## config.mk

```make
export PLATFORM = sky130hd
export DESIGN_NAME = syscfg_top
export DESIGN_NICKNAME = d
export VERILOG_FILES = /design/src/rtl/syscfg_pkg.sv /design/src/rtl/syscfg_reg_if.sv /design/src/rtl/syscfg_top.sv /design/src/rtl/syscfg_tgt.sv /design/src/rtl/syscfg_pause_seq.sv /design/src/rtl/syscfg_apb_decode.sv
export VERILOG_INCLUDE_DIRS = /design/src /design/src/rtl
export SDC_FILE = /design/constraint.sdc
export NUM_CORES = 1
export LEC_CHECK = 0
export BUFFER_PORTS_ARGS = -buffer_cell sky130_fd_sc_hd__buf_2
export CAP_MARGIN = 20
export CORE_UTILIZATION = 55
export DETAILED_ROUTE_END_ITERATION = 8
export PLACE_DENSITY_LB_ADDON = 0.05
export SLEW_MARGIN = 10
export SYNTH_ARGS = -nofsm -noshare
export SYNTH_HDL_FRONTEND = slang
export SYNTH_SLANG_ARGS = --single-unit
```

## constraint.sdc

```tcl
create_clock -name clk -period 2.1 [get_ports clk]
set_input_delay 0.105 -clock clk [delete_from_list [all_inputs] [get_ports clk]]
set_output_delay 0.105 -clock clk [all_outputs]
set_load 0.1 [all_outputs]
```

## src/rtl/syscfg_config.svh

```systemverilog
`ifndef SYSCFG_CONFIG_SVH
`define SYSCFG_CONFIG_SVH

// Register word and APB address widths.
`define SYSCFG_DATA_WIDTH 32
`define SYSCFG_ADDR_WIDTH 16

// Managed targets, one register window each.
`define SYSCFG_NO_CPUS 2
`define SYSCFG_NO_DMAS 1
`define SYSCFG_NO_LSPS 4 // Also the number of interrupt lines.

`define SYSCFG_NO_TGTS (`SYSCFG_NO_CPUS + `SYSCFG_NO_DMAS + `SYSCFG_NO_LSPS)

// First window index of each target group.
`define SYSCFG_CPU_BASE 0
`define SYSCFG_DMA_BASE (`SYSCFG_CPU_BASE + `SYSCFG_NO_CPUS)
`define SYSCFG_LSP_BASE (`SYSCFG_DMA_BASE + `SYSCFG_NO_DMAS)

`define SYSCFG_BOOT_ADDR_RESET 32'h0000_1000 // Where CPUs fetch after reset.

`endif
```

## src/rtl/syscfg_pkg.sv

```systemverilog
`include "syscfg_config.svh"

package syscfg_pkg;

    typedef logic [`SYSCFG_DATA_WIDTH-1:0] data_t;
    typedef logic [`SYSCFG_ADDR_WIDTH-1:0] addr_t;

    // Window number, taken from paddr[7:4].
    typedef logic [3:0] tgt_idx_t;

    // Word offset inside a 16-byte window, taken from paddr[3:2].
    typedef enum logic [1:0] {
        REG_CTRL      = 2'd0,
        REG_STATUS    = 2'd1,
        REG_BOOT_ADDR = 2'd2,
        REG_IRQ_MASK  = 2'd3
    } reg_offset_e;

    // Low two bits of CTRL.
    typedef struct packed {
        logic pause; // Bit 1.
        logic rst;   // Bit 0.
    } ctrl_t;

    localparam ctrl_t CTRL_RELEASED = '{pause: 1'b0, rst: 1'b0};
    localparam ctrl_t CTRL_HELD     = '{pause: 1'b1, rst: 1'b1};

endpackage

```

## src/rtl/syscfg_reg_if.sv

```systemverilog
`timescale 1ns/100ps

// One completed register access, broadcast to a single target window.
interface syscfg_reg_if;

    logic                    sel;    // High for one cycle on the completing edge.
    logic                    write;
    syscfg_pkg::reg_offset_e offset;
    syscfg_pkg::data_t       wdata;
    syscfg_pkg::data_t       rdata;  // Combinational from the window.

    modport decode (
        output sel, write, offset, wdata,
        input  rdata
    );

    modport tgt (
        input  sel, write, offset, wdata,
        output rdata
    );

endinterface

```

## src/rtl/syscfg_top.sv

```systemverilog
`timescale 1ns/100ps
`include "syscfg_config.svh"

module syscfg_top (
    input  logic                      clk,
    input  logic                      reset,

    input  logic                      psel,
    input  logic                      penable,
    input  logic                      pwrite,
    input  syscfg_pkg::addr_t         paddr,
    input  syscfg_pkg::data_t         pwdata,
    output syscfg_pkg::data_t         prdata,
    output logic                      pready,
    output logic                      pslverr,

    input  logic                      pause_req,
    output logic                      pause_ack,

    output logic [`SYSCFG_NO_CPUS-1:0] cpu_rst,
    output logic [`SYSCFG_NO_CPUS-1:0] cpu_pause_req,
    input  logic [`SYSCFG_NO_CPUS-1:0] cpu_pause_ack,
    output syscfg_pkg::data_t          cpu_boot_addr [`SYSCFG_NO_CPUS],
    output logic [`SYSCFG_NO_CPUS-1:0] cpu_irq,

    output logic [`SYSCFG_NO_DMAS-1:0] dma_rst,
    output logic [`SYSCFG_NO_DMAS-1:0] dma_pause_req,
    input  logic [`SYSCFG_NO_DMAS-1:0] dma_pause_ack,
    output logic [`SYSCFG_NO_DMAS-1:0] dma_irq,

    output logic [`SYSCFG_NO_LSPS-1:0] lsp_rst,
    output logic [`SYSCFG_NO_LSPS-1:0] lsp_pause_req,
    input  logic [`SYSCFG_NO_LSPS-1:0] lsp_pause_ack,
    input  logic [`SYSCFG_NO_LSPS-1:0] lsp_irq
);

    syscfg_pkg::data_t          irq_vec;
    logic                       bus_hold;
    logic                       bus_idle;
    logic                       sys_pause;
    logic [`SYSCFG_NO_TGTS-1:0] paused;

    syscfg_reg_if regs [`SYSCFG_NO_TGTS] ();

    // Peripheral lines sit at the bottom of the shared vector.
    assign irq_vec = {{(`SYSCFG_DATA_WIDTH-`SYSCFG_NO_LSPS){1'b0}}, lsp_irq};

    syscfg_apb_decode apb_decode_i (
        .clk, .reset,
        .psel, .penable, .pwrite, .paddr, .pwdata,
        .prdata, .pready, .pslverr,
        .bus_hold, .bus_idle,
        .regs (regs)
    );

    syscfg_pause_seq pause_seq_i (
        .clk, .reset,
        .pause_req, .pause_ack,
        .bus_hold, .bus_idle,
        .sys_pause, .paused
    );

    for (genvar i = 0; i < `SYSCFG_NO_CPUS; i++) begin : g_cpu
        syscfg_tgt #(
            .EN_BOOTSTRAP (i == 0), // CPU 0 runs out of reset.
            .EN_BOOT_ADDR (1),
            .EN_IRQ       (1)
        ) tgt_cpu_i (
            .clk, .reset,
            .regs          (regs[`SYSCFG_CPU_BASE+i]),
            .irq_vec, .sys_pause,
            .paused        (paused[`SYSCFG_CPU_BASE+i]),
            .tgt_rst       (cpu_rst[i]),
            .tgt_pause_req (cpu_pause_req[i]),
            .tgt_pause_ack (cpu_pause_ack[i]),
            .tgt_boot_addr (cpu_boot_addr[i]),
            .tgt_irq       (cpu_irq[i])
        );
    end

    for (genvar i = 0; i < `SYSCFG_NO_DMAS; i++) begin : g_dma
        syscfg_tgt #(.EN_BOOTSTRAP (0), .EN_BOOT_ADDR (0), .EN_IRQ (1)) tgt_dma_i (
            .clk, .reset,
            .regs          (regs[`SYSCFG_DMA_BASE+i]),
            .irq_vec, .sys_pause,
            .paused        (paused[`SYSCFG_DMA_BASE+i]),
            .tgt_rst       (dma_rst[i]),
            .tgt_pause_req (dma_pause_req[i]),
            .tgt_pause_ack (dma_pause_ack[i]),
            .tgt_boot_addr (),
            .tgt_irq       (dma_irq[i])
        );
    end

    for (genvar i = 0; i < `SYSCFG_NO_LSPS; i++) begin : g_lsp
        syscfg_tgt #(.EN_BOOTSTRAP (0), .EN_BOOT_ADDR (0), .EN_IRQ (0)) tgt_lsp_i (
            .clk, .reset,
            .regs          (regs[`SYSCFG_LSP_BASE+i]),
            .irq_vec, .sys_pause,
            .paused        (paused[`SYSCFG_LSP_BASE+i]),
            .tgt_rst       (lsp_rst[i]),
            .tgt_pause_req (lsp_pause_req[i]),
            .tgt_pause_ack (lsp_pause_ack[i]),
            .tgt_boot_addr (),
            .tgt_irq       ()
        );
    end

endmodule

```

## src/rtl/syscfg_tgt.sv

```systemverilog
`timescale 1ns/100ps
`include "syscfg_config.svh"

module syscfg_tgt #(
    parameter bit EN_BOOTSTRAP = 0,
    parameter bit EN_BOOT_ADDR = 0,
    parameter bit EN_IRQ       = 0
) (
    input  logic              clk,
    input  logic              reset,

    syscfg_reg_if.tgt         regs,

    input  syscfg_pkg::data_t irq_vec,

    input  logic              sys_pause,
    output logic              paused,

    output logic              tgt_rst,
    output logic              tgt_pause_req,
    input  logic              tgt_pause_ack,
    output syscfg_pkg::data_t tgt_boot_addr,
    output logic              tgt_irq
);

    localparam syscfg_pkg::ctrl_t CTRL_RESET =
        EN_BOOTSTRAP ? syscfg_pkg::CTRL_RELEASED : syscfg_pkg::CTRL_HELD;

    syscfg_pkg::ctrl_t ctrl_q;
    syscfg_pkg::data_t boot_addr;
    syscfg_pkg::data_t irq_mask;
    syscfg_pkg::data_t rdata;
    logic              status_q;
    logic              paused_level;
    logic              wr_en;

    assign wr_en = regs.sel & regs.write;

    always_ff @(posedge clk) begin
        if (reset) begin
            ctrl_q   <= CTRL_RESET;
            status_q <= 1'b0;
        end else begin
            if (wr_en && regs.offset == syscfg_pkg::REG_CTRL) begin
                ctrl_q <= syscfg_pkg::ctrl_t'(regs.wdata[1:0]);
            end
            status_q <= paused_level;
        end
    end

    if (EN_BOOT_ADDR) begin : g_boot_addr
        syscfg_pkg::data_t boot_addr_q;

        always_ff @(posedge clk) begin
            if (reset) begin
                boot_addr_q <= `SYSCFG_BOOT_ADDR_RESET;
            end else if (wr_en && regs.offset == syscfg_pkg::REG_BOOT_ADDR) begin
                boot_addr_q <= regs.wdata;
            end
        end
        assign boot_addr = boot_addr_q;
    end else begin : g_no_boot_addr
        assign boot_addr = '0;
    end

    if (EN_IRQ) begin : g_irq
        syscfg_pkg::data_t irq_mask_q;
        logic              irq_q;

        always_ff @(posedge clk) begin
            if (reset) begin
                irq_mask_q <= '0;
                irq_q      <= 1'b0;
            end else begin
                if (wr_en && regs.offset == syscfg_pkg::REG_IRQ_MASK) irq_mask_q <= regs.wdata;
                irq_q <= |(irq_vec & irq_mask_q);
            end
        end
        assign irq_mask = irq_mask_q;
        assign tgt_irq  = irq_q;
    end else begin : g_no_irq
        assign irq_mask = '0;
        assign tgt_irq  = 1'b0;
    end

    always_comb begin
        rdata = '0;
        case (regs.offset)
            syscfg_pkg::REG_CTRL:      rdata[1:0] = ctrl_q;
            syscfg_pkg::REG_STATUS:    rdata[0]   = status_q;
            syscfg_pkg::REG_BOOT_ADDR: rdata      = boot_addr;
            syscfg_pkg::REG_IRQ_MASK:  rdata      = irq_mask;
            default:                   rdata      = '0;
        endcase
    end

    assign regs.rdata = rdata;

    assign tgt_rst       = ctrl_q.rst;
    assign tgt_pause_req = ctrl_q.pause | sys_pause;
    assign tgt_boot_addr = boot_addr;

    // A target held in reset cannot answer, so it counts as paused for a
    // system pause.
    assign paused_level = tgt_pause_ack | (sys_pause & ctrl_q.rst);

    // A target kept paused by its own CTRL does not hold up the release.
    assign paused = paused_level & (sys_pause | ~ctrl_q.pause);

endmodule

```

## src/rtl/syscfg_pause_seq.sv

```systemverilog
`timescale 1ns/100ps
`include "syscfg_config.svh"

module syscfg_pause_seq (
    input  logic                       clk,
    input  logic                       reset,

    input  logic                       pause_req,
    output logic                       pause_ack,

    output logic                       bus_hold,
    input  logic                       bus_idle,

    output logic                       sys_pause,
    input  logic [`SYSCFG_NO_TGTS-1:0] paused
);

    typedef enum logic [2:0] {
        RUN,
        HOLD_BUS,
        HOLD_TGTS,
        PAUSED,
        RELEASE_TGTS,
        RELEASE_BUS
    } state_e;

    state_e state;

    // A request withdrawn before the acknowledge unwinds the same way,
    // with pause_ack staying low.
    always_ff @(posedge clk) begin
        if (reset) begin
            state     <= RUN;
            pause_ack <= 1'b0;
        end else begin
            case (state)
                RUN:          if (pause_req) state <= HOLD_BUS;
                HOLD_BUS: begin
                    if (!pause_req)    state <= RELEASE_BUS;
                    else if (bus_idle) state <= HOLD_TGTS;
                end
                HOLD_TGTS: begin
                    if (!pause_req) begin
                        state <= RELEASE_TGTS;
                    end else if (&paused) begin
                        state     <= PAUSED;
                        pause_ack <= 1'b1;
                    end
                end
                PAUSED:       if (!pause_req) state <= RELEASE_TGTS;
                RELEASE_TGTS: if (~|paused) state <= RELEASE_BUS;
                RELEASE_BUS: begin
                    if (!bus_idle) begin
                        state     <= RUN;
                        pause_ack <= 1'b0;
                    end
                end
                default:      state <= RUN;
            endcase
        end
    end

    assign bus_hold  = (state == HOLD_BUS) || (state == HOLD_TGTS) ||
                       (state == PAUSED) || (state == RELEASE_TGTS);
    assign sys_pause = (state == HOLD_TGTS) || (state == PAUSED);

endmodule

```

## src/rtl/syscfg_apb_decode.sv

```systemverilog
`timescale 1ns/100ps
`include "syscfg_config.svh"

module syscfg_apb_decode (
    input  logic              clk,
    input  logic              reset,

    input  logic              psel,
    input  logic              penable,
    input  logic              pwrite,
    input  syscfg_pkg::addr_t paddr,
    input  syscfg_pkg::data_t pwdata,
    output syscfg_pkg::data_t prdata,
    output logic              pready,
    output logic              pslverr,

    input  logic              bus_hold,
    output logic              bus_idle,

    syscfg_reg_if.decode      regs [`SYSCFG_NO_TGTS]
);

    syscfg_pkg::tgt_idx_t idx;
    syscfg_pkg::data_t    rdata_win [`SYSCFG_NO_TGTS];
    logic                 access;
    logic                 in_range;
    logic                 frozen;

    assign idx      = syscfg_pkg::tgt_idx_t'(paddr[7:4]);
    assign in_range = (idx < syscfg_pkg::tgt_idx_t'(`SYSCFG_NO_TGTS));
    assign access   = psel & penable;

    // The freeze lags bus_hold by one cycle, so an access phase already
    // under way when the hold arrives still completes.
    always_ff @(posedge clk) begin
        if (reset) frozen <= 1'b0;
        else       frozen <= bus_hold;
    end

    assign bus_idle = frozen; // No transfer can complete while frozen.
    assign pready   = access & ~frozen;
    assign pslverr  = pready & ~in_range;

    for (genvar i = 0; i < `SYSCFG_NO_TGTS; i++) begin : g_win
        assign regs[i].sel    = pready & (idx == syscfg_pkg::tgt_idx_t'(i));
        assign regs[i].write  = pwrite;
        assign regs[i].offset = syscfg_pkg::reg_offset_e'(paddr[3:2]);
        assign regs[i].wdata  = pwdata;
        assign rdata_win[i]   = regs[i].rdata;
    end

    // Out-of-range windows and idle cycles read as zero.
    always_comb begin
        prdata = '0;
        for (int i = 0; i < `SYSCFG_NO_TGTS; i++) begin
            if (access && idx == syscfg_pkg::tgt_idx_t'(i)) prdata = rdata_win[i];
        end
    end

endmodule

```

== Word level (Yosys, flattened, before mapping) ==
Cells that the tools add are included.
Widths: inputs -> output; s select.

* Input port bits: 65
* Flip-flop bits (word level): 189

* $lt $le $gt $ge: 1
* Equal/unequal tests: 22
* Bitwise logic cells: 64
* Mux-type cells: 37
* Reduce and logical (&&, ||, !) cells: 35

{| class="wikitable"
|+ Operators with widths
! cell !! number
|-
| $mux 32 || 7
|-
| $pmux 30 s2 || 2
|-
| $and 4x32->32 || 3
|-
| $reduce_or 32->1 || 3
|-
| $and 1x1->1 || 31
|-
| $mux 30 || 1
|-
| $mux 3 || 8
|-
| $or 1x1->1 || 21
|-
| $logic_and 1x1->1 || 19
|-
| $pmux 1 s3 || 6
|-
| $pmux 3 s6 || 1
|-
| $eq 4x3->1 const B || 3
|-
| $pmux 1 s4 || 3
|-
| $ne 2x2->1 const B || 5
|-
| $not 1->1 || 9
|-
| $eq 4x2->1 const B || 2
|-
| $mux 1 || 7
|-
| $reduce_and 7->1 || 1
|-
| $reduce_or 7->1 || 1
|-
| $eq 3x2->1 const B || 2
|-
| $eq 3x3->1 const B || 2
|-
| $reduce_and 6->1 || 1
|-
| $eq 2x2->1 const B || 2
|-
| $eq 4x1->1 const B || 1
|-
| other kinds (14) || 18
|}

== Depth between registers and ports, before layout ==
Gate-level depths: netlist of run 1.

* Depth after elaboration: 9
* Mapped depth: 8
* Gate-level depth less buffers: 7

== By module ==
A second synthesis of run 1 with hierarchy kept.

* Cell total of the unflattened synthesis: 1909
* Area total of the unflattened synthesis: 14730.4 sq um

{| class="wikitable"
|+ Modules (own cells, without submodules)
! module !! area an instance (sq um) !! seq. area each (sq um) !! instances !! cells an instance
|-
| syscfg_tgt at g_cpu[0].tgt_cpu_i ... || 3123.0 || 1361.3 || 2 || 390
|-
| syscfg_apb_decode || 3643.5 || 20.0 || 1 || 507
|-
| syscfg_tgt at g_lsp[0].tgt_lsp_i ... || 638.1 || 60.1 || 4 || 83
|-
| syscfg_tgt at g_dma[0].tgt_dma_i || 2016.9 || 720.7 || 1 || 254
|-
| syscfg_pause_seq || 267.8 || 80.1 || 1 || 35
|-
| syscfg_top || 3.8 || 0.0 || 1 || 1
|}

== Least setup slack after synthesis of run 1 ==
Ideal clock, no wire load.

* Path kind: register -> output
* Start point: register g_cpu[0].tgt_cpu_i.g_boot_addr.boot_addr_q[1]
* End point: output port prdata[1]
* Slack: -1.791 ns
* Arrival time: 3.786 ns
* Buffers on the path: 0
* Required time: 1.995 ns
* Stages on the path, launching flop included: 6
* Path through: dfxtp_1 -> a222oi_1 -> nor2b_1 -> a2111oi_0 -> a21oi_1 -> o21ai_0

* Longest elaborated chain between the ends: 8

{| class="wikitable"
|+ RTL lines
! item !! RTL line !! text
|-
| start: declaration || syscfg_tgt.sv:52 || <nowiki>syscfg_pkg::data_t boot_addr_q;</nowiki>
|-
| start signal: assignment || syscfg_tgt.sv:56 || <nowiki>boot_addr_q <= `SYSCFG_BOOT_ADDR_RESET;</nowiki>
|-
| start signal: assignment || syscfg_tgt.sv:58 || <nowiki>boot_addr_q <= regs.wdata;</nowiki>
|-
| $pmux 1 s3 || syscfg_tgt.sv:88 || <nowiki>case (regs.offset)</nowiki>
|-
| $mux 32 (7 in series) || syscfg_apb_decode.sv:56 || <nowiki>if (access && idx == syscfg_pkg::tgt_idx_t'(i)) prdata = rdata_win[i];</nowiki>
|-
| end: declaration || syscfg_top.sv:13 || <nowiki>output syscfg_pkg::data_t prdata,</nowiki>
|}

Every way passes these cells.

== Worst setup path in the final report of run 1 ==
* Start point: register g_lsp[3].tgt_lsp_i.ctrl_q, in the netlist g_lsp[3].tgt_lsp_i.tgt_rst
* End point: output port prdata[0]

* Longest elaborated chain between the ends: 2

{| class="wikitable"
|+ RTL lines
! item !! RTL line !! text
|-
| start: declaration || syscfg_tgt.sv:29 || <nowiki>syscfg_pkg::ctrl_t ctrl_q;</nowiki>
|-
| start signal: assignment || syscfg_tgt.sv:45 || <nowiki>ctrl_q <= syscfg_pkg::ctrl_t'(regs.wdata[1:0]);</nowiki>
|-
| $pmux 1 s3 || syscfg_tgt.sv:88 ||
|-
| $mux 32 || syscfg_apb_decode.sv:56 ||
|}

Every way passes these cells.

==> impl_metrics.toml, run 1 <==
[run_status]
status = "complete, no violations"

[floorplan]
rows = 45
die_x_um = 127
io-pin-count = 181
starting_density_of_the_core_pct = 56.6
design.core.area_um2 = 15300
die-area_um2 = 16200
die_height_um = 127

[sta]
report.final.slew_viol_count = 0
worst_pin_slew_ns = 0.530
timing.slew.headroom_pct = 64.9
rsz_0062_raised_after_global_routing = "yes"
period_share_pct = 97.8
worst_clock_skew_ns = 0.00894
period_minus_slack_ns = 2.05
timing.final.hold_violations = 0
finalSetupViolations = 0
max_freq_ghz = 0.487

[critical_path]
timing.critical_path.slowest_stage_cell = "a311o_2"
data_arrival_time_of_the_worst_path_ns = 1.95
r2r.worst_path.cells = 6
critical-path-top-delay-family = "compound AO/OA/AOI/OAI gates"
worst_path_largest_cell_delay_ns = 0.39
worst_r2r_dst = "g_dma[0].tgt_dma_i.g_irq.irq_mask_q[10]"
crit_path_frequent_cell = "a22o_1"
timing.critical_path.buf_inv = 1
reg2reg_slack_ns = 0.30
worstPathRequired_ns = 2.00
regToRegStartpoint = "apb_decode_i.bus_idle"
cp-end-kind = "output port"
startpoint_type = "flop"
worstPathMaxFanout = 5
path_class = "reg2out"
crit_path_cell_trace = "a22o_1 -> a22o_1 -> o21a_1 -> a311o_2 -> buf_12"
worstSetupPathDepth = 5

[grt]
grt_util_met3_pct = 5.23
antenna_found_initial = 0
use_met1_pct = 41.9
largest_net_degree_at_the_start_of_global_routing = 89
grt.overflow.total = 0
grt_pass1_vias = 8037
grt_first_pass_wirelength_um = 41300
grt_use_met2_pct = 54.7
global_route.peak_usage_layer = "met2"
track_usage_pct = 32.3

[route]
drt-vias-per-instance = 5.75
wire_length_per_cell_um = 17.7
vias = 8522
drc = 0
drtAntennaViolNets = 0
first_iter_violations = 723
wl_um = 26200
detailed_router_iteration_count_before_antenna_repair = 5

[hold_path]
worstHoldEndpoint = "g_dma[0].tgt_dma_i.tgt_irq"
hold_depth = 3
hold_path.class = "in2reg"
hold_start = "lsp_irq[1]"

[cells_and_area]
finalInstanceArea_um2 = 11400
area_growth_synth_to_finish_pct = 31.8
number_of_antenna_repair_diodes = 0
num-nets-final = 1330
post_route_cells_drive_above_1_share_pct = 27.0
instances_no_fill = 1483
num-fill-cells = 1150
final_util_pct = 74.7

[clock_tree]
cts_tree = "done"
clk_path_buf_depth = 2
insertion_delay_ns = 0.43
cts_root_buf = "clkbuf_16"
h-tree-depth = 4
clkTransAtPathRegs_ns = 0.07
numClockSinks = 189
tritoncts.num_buffers = 17

[placed_design]
count_of_buffers_inserted_at_the_top_level_ports = 170
placedInstanceArea_um2 = 10400
place_hpwl_um = 16000
placedCellCount = 1413
gp_congestion = 0.867

[power]
ir_drop_mv = 0.576
total_leakage_power_nw = 4.13
power.density_cell_area_nw_per_um2 = 692

[logic_synthesis]
ys_warn_count = 0
post_synth_num_cell_types = 47
share_of_flip_flops_with_an_asynchronous_set_or_reset_after_synthesis_pct = 0
seq_area_frac_synth_pct = 43.8
post_synthesis_cell_count = 1098
syn_area_um2 = 8640
ys_seq_elements = 189
synth_fp_nets = 1169
synth_enable_flop_cells = 0
synth-main-ff-cell = "dfxtp_1"
avgSynthCellArea_um2 = 7.87

[flow_run]
max_capacitance_violation_total = 0
## power breakdown
part	total (mW)	switching [mW]	internal [mW]
clock network	3.50	1.43	2.07
registers	3.67	0.0452	3.62
logic	0.709	0.463	0.246
total	7.88	1.94	5.94
## sequential cells by signal, indices dropped and copies added (netlist names), 2 cells and up
register	cells
g_cpu.tgt_cpu_i.ctrl_q	2
g_cpu.tgt_cpu_i.tgt_rst	2
g_cpu.tgt_cpu_i.g_irq.irq_mask_q	64
g_cpu.tgt_cpu_i.status_q	2
g_cpu.tgt_cpu_i.tgt_irq	2
g_dma.tgt_dma_i.g_irq.irq_mask_q	32
g_lsp.tgt_lsp_i.ctrl_q	4
g_lsp.tgt_lsp_i.tgt_rst	4
g_cpu.tgt_cpu_i.tgt_boot_addr	64
pause_seq_i.state	3
g_lsp.tgt_lsp_i.status_q	4
## metal layers
metal,part of all wire (%),routed length [µm],vias up
met2,49,12800,369
met3,6.5,1710,43
met5,0,0,-
met1,43,11200,4036
li1,-,-,4074
met4,1.9,492,0
## cell type report
| cell class | count | area (µm²) | area share (%) |
|---|---|---|---|
| clock inverter | 13 | 185 | 1.63 |
| tap | 211 | 264 | 2.32 |
| clock buffer | 19 | 453 | 3.98 |
| timing repair buffer | 245 | 2110 | 18.5 |
| inverter | 12 | 45.0 | 0.395 |
| multi-input combinational | 794 | 4550 | 39.9 |
| sequential | 189 | 3790 | 33.3 |
## cell usage after synthesis (4+ instances only)
cell	n	share of area, %
nand2_1	354	15
dfxtp_1	189	44
a21oi_1	120	7.0
a22oi_1	66	5.7
a21oi_2	59	6.0
clkbuf_1	57	2.5
a22o_1	37	3.8
buf_4	26	2.3
nor2_1	25	1.1
nand3_1	23	1.3
o21ai_0	20	1.2
o21ai_1	14	0.81
buf_2	13	0.75
inv_1	12	0.52
nor3_1	7	0.41
o22ai_1	7	0.51
buf_6	6	0.78
ha_1	6	0.87
or2b_1	6	0.52
mux2i_1	5	0.58
a222oi_1	4	0.46
and2_1	4	0.29
and3_1	4	0.29
nand2b_1	4	0.29
nor2b_1	4	0.29
## worst reg2reg max path, cell delays in order (launching register included)
cell,delay (ns)
dfxtp_1,0.33
nand2b_1,0.24
nor2_1,0.22
and3_1,0.45
buf_12,0.24
nand2_1,0.11
a21oi_1,0.14
## metrics by stage
stage | setup WS [ns] | setup TNS [ns] | total power, mW | hold slack, ns
floorplan | -0.285 | -0.512 | 4.15 | 0.222
global placement | 0.201 | 0 | 4.38 | 0.344
detailed placement | 0.109 | 0 | 4.39 | 0.357
CTS | 0.0225 | 0 | 7.88 | 0.00158
global route | -0.00857 | -0.00857 | 8.12 | 0.0266
finish | 0.0459 | 0 | 7.88 | 0.0174
## repair_timing
action,4_1_cts,5_1_grt
setup buffers,0,1
hold buffers,37,0
endpoints found under the hold margin,156,0
setup endpoints to repair,0,2
resized for setup,0,10
## placed cells by master, fill, tap and decap left out, types with 10 or more instances in the layout
cell,synthesis,layout
o21ai_2,0,10
buf_2,13,137
a22o_1,37,37
buf_4,26,29
a21oi_1,120,120
a21oi_2,59,59
dlygate4sd3_1,0,37
a22oi_1,66,66
dfxtp_1,189,185
buf_12,0,41
nand3_1,23,23
nor2_1,25,25
o21ai_4,0,19
inv_1,12,12
nand2_1,354,353
clkbuf_16,0,17
## cell families (layout without fill, tap and decap cells)
kind of cell    count (synthesis)  in the layout  synth area share (%)
xor+xnor                        1              1                 0.101
fa+ha+maj                       6              6                 0.869
mux                             5              5                 0.579
buf+inv                       115            289                  6.83
simple gates                  444            444                  21.5
compound gates                338            338                  26.4
flops                         189            189                  43.8
## how the worst max path moves through the flow
stage	slack [ns]	endpoint	from
after global routing	-0.009	prdata[0]	g_cpu[1].tgt_cpu_i.g_irq.irq_mask_q[0]
after CTS	0.02	prdata[0]	g_cpu[1].tgt_cpu_i.g_irq.irq_mask_q[0]
after detailed placement	0.11	prdata[0]	paddr[3]
after floorplan	-0.28	prdata[1]	g_cpu[0].tgt_cpu_i.tgt_boot_addr[1]
final	0.05	prdata[0]	g_lsp[3].tgt_lsp_i.tgt_rst
after global placement	0.20	prdata[0]	paddr[3]
No activity file was read; power rests on OpenSTA's default activity.
==> run 2: changes to the inputs <==
--- a/config.mk
+++ b/config.mk
@@ -11,6 +11,7 @@
 export CORE_UTILIZATION = 55
 export DETAILED_ROUTE_END_ITERATION = 8
 export PLACE_DENSITY_LB_ADDON = 0.05
+export SETUP_SLACK_MARGIN = 0.2
 export SLEW_MARGIN = 10
 export SYNTH_ARGS = -nofsm -noshare
 export SYNTH_HDL_FRONTEND = slang
==> impl_metrics.toml, run 2 (synthesis gave the netlist of run 1 again) <==
[floorplan]
die-area_um2 = 16200
design.core.area_um2 = 15300
die_x_um = 127
starting_density_of_the_core_pct = 56.6
die_height_um = 127
io-pin-count = 181
rows = 45

[flow_run]
max_capacitance_violation_total = 0

[clock_tree]
cts_tree = "done"
clk_path_buf_depth = 2
cts_root_buf = "clkbuf_16"
numClockSinks = 189
clkTransAtPathRegs_ns = 0.07
insertion_delay_ns = 0.43
tritoncts.num_buffers = 17
h-tree-depth = 4

[critical_path]
worstPathMaxFanout = 3
timing.critical_path.slowest_stage_cell = "dfxtp_1"
path_class = "reg2out"
cp-end-kind = "output port"
data_arrival_time_of_the_worst_path_ns = 1.92
crit_path_cell_trace = "a222oi_1 -> nor2b_1 -> a2111oi_2 -> a21oi_1 -> o21ai_4 -> buf_12"
worst_path_largest_cell_delay_ns = 0.39
worstPathRequired_ns = 2.00
startpoint_type = "flop"

[sta]
max_freq_ghz = 0.494
finalSetupViolations = 0
worst_clock_skew_ns = 0.00831
report.final.slew_viol_count = 0
timing.slew.headroom_pct = 60.0
worst_pin_slew_ns = 0.601
timing.final.hold_violations = 0
period_share_pct = 96.3
rsz_0062_raised_after_global_routing = "yes"
period_minus_slack_ns = 2.02

[grt]
grt_first_pass_wirelength_um = 42300
track_usage_pct = 33.0
grt_pass1_vias = 8204
largest_net_degree_at_the_start_of_global_routing = 111
grt.overflow.total = 0
antenna_found_initial = 0

[route]
routed-wl-met3_um = 1760
drc = 0
drt-vias-per-instance = 5.75
wire_length_per_cell_um = 17.7
detailed_router_iteration_count_before_antenna_repair = 6
wl_um = 26400
topRoutingLayerUsed = "met4"
first_iter_violations = 720
met1Wirelength_um = 11300
drtAntennaViolNets = 0
detailroute.wirelength.met2_um = 12900
vias = 8585

[cells_and_area]
finalInstanceArea_um2 = 11600
area_growth_synth_to_finish_pct = 33.8
number_of_antenna_repair_diodes = 0
num-fill-cells = 1191
instances_no_fill = 1493
num-nets-final = 1340
most-common-layout-cells = "nand2_1 (351), dfxtp_1 (175), buf_2 (131)"
final_common_cell = "nand2_1"
post_route_cells_drive_above_1_share_pct = 28.1

[placed_design]
place_hpwl_um = 16200
placedInstanceArea_um2 = 10500
count_of_buffers_inserted_at_the_top_level_ports = 170
gp_congestion = 0.875
placedCellCount = 1419

[power]
ir_drop_mv = 0.616
netSwitchingFraction_pct = 24.5
part_of_the_power_in_registers_pct = 46.1
power_frac_comb_pct = 9.0
p_sw_mw = 1.95
power.density_cell_area_nw_per_um2 = 688
internal-power_mw = 6.01
tot_pwr_mw = 7.96
clock_power_share_pct = 44.9
total_leakage_power_nw = 4.20

[hold_path]
hold_path.class = "in2reg"

[run_status]
status = "complete, no violations"
[run 2: changes by cell type in the layout (fill, tap and decap cells not counted), moves of 2 or more]
| cell | change |
|---|---|
| buf_12 | -2 |
| buf_2 | -6 |
| buf_4 | +10 |
| clkbuf_1 | +3 |
| clkbuf_4 | +6 |
| clkbuf_8 | -2 |
| clkinv_2 | -3 |
| clkinvlp_4 | +2 |
| dfxtp_1 | -10 |
| dfxtp_2 | +10 |
| nand2_1 | -2 |
| o21ai_2 | -10 |
| o21ai_4 | +10 |
[run 2: final cells by class]
cell class	instances	area (µm²)	area share (%)
multi-input combinational	794	4630	40.0
sequential	189	3800	32.9
timing repair buffer	255	2180	18.8
clock buffer	20	437	3.78
tap	211	264	2.28
clock inverter	12	209	1.81
inverter	12	45.0	0.389
[run 2: worst max-delay path, delay by kind of cell, from the launching register on]
| kind | cells | cell delay (ns) |
|---|---|---|
| AO/OA/AOI/OAI | 4 | 0.76 |
| flip-flops | 1 | 0.39 |
| buffers and inverters | 1 | 0.19 |
| AND/OR/NAND/NOR | 1 | 0.16 |
[run 2: per-layer routing]
metal  up-vias  track usage (%)
met5         -                0
met4         0             10.2
met3        41             5.78
met2       366             55.6
met1      4072             43.1
li1       4106                -
[run 2: worst paths after layout]
path                                              to                                    start  cells after the start  slack (ns)
min                       g_cpu[1].tgt_cpu_i.tgt_irq                               lsp_irq[3]                      3        0.02
max                                        prdata[1]      g_cpu[0].tgt_cpu_i.tgt_boot_addr[1]                      6        0.08
max reg2reg  g_cpu[0].tgt_cpu_i.g_irq.irq_mask_q[10]                    apb_decode_i.bus_idle                      7        0.31
min reg2reg  g_dma[0].tgt_dma_i.g_irq.irq_mask_q[12]  g_dma[0].tgt_dma_i.g_irq.irq_mask_q[12]                      2        0.46
[run 2: power by group through the flow]
stage | Combinational [mW] | Clock, mW | Sequential, mW
after floorplan | 0.400 | 0 | 3.75
after global placement | 0.643 | 0 | 3.75
after detailed placement | 0.648 | 0 | 3.75
after CTS | 0.707 | 3.58 | 3.67
after global routing | 0.771 | 3.75 | 3.67
final | 0.718 | 3.58 | 3.67
[run 2: repair_timing]
item,in CTS,in global routing
gates resized for setup,4,11
pin swaps,3,3
hold endpoints to repair,157,0
hold buffers,38,0
buffers inserted,1,3
setup endpoints to repair,2,23
[run 2: per-stage QoR]
step           hold WS, ns  util [%]  TNS, ns  setup WS [ns]
2_1_floorplan        0.222         -   -0.285         -0.285
3_3_place_gp         0.344      68.7        0          0.204
3_5_place_dp         0.346      68.7        0          0.163
4_1_cts             0.0116      75.5        0         0.0595
5_1_grt             0.0353      75.8  -0.0580        -0.0580
6_report            0.0157      75.8        0         0.0770
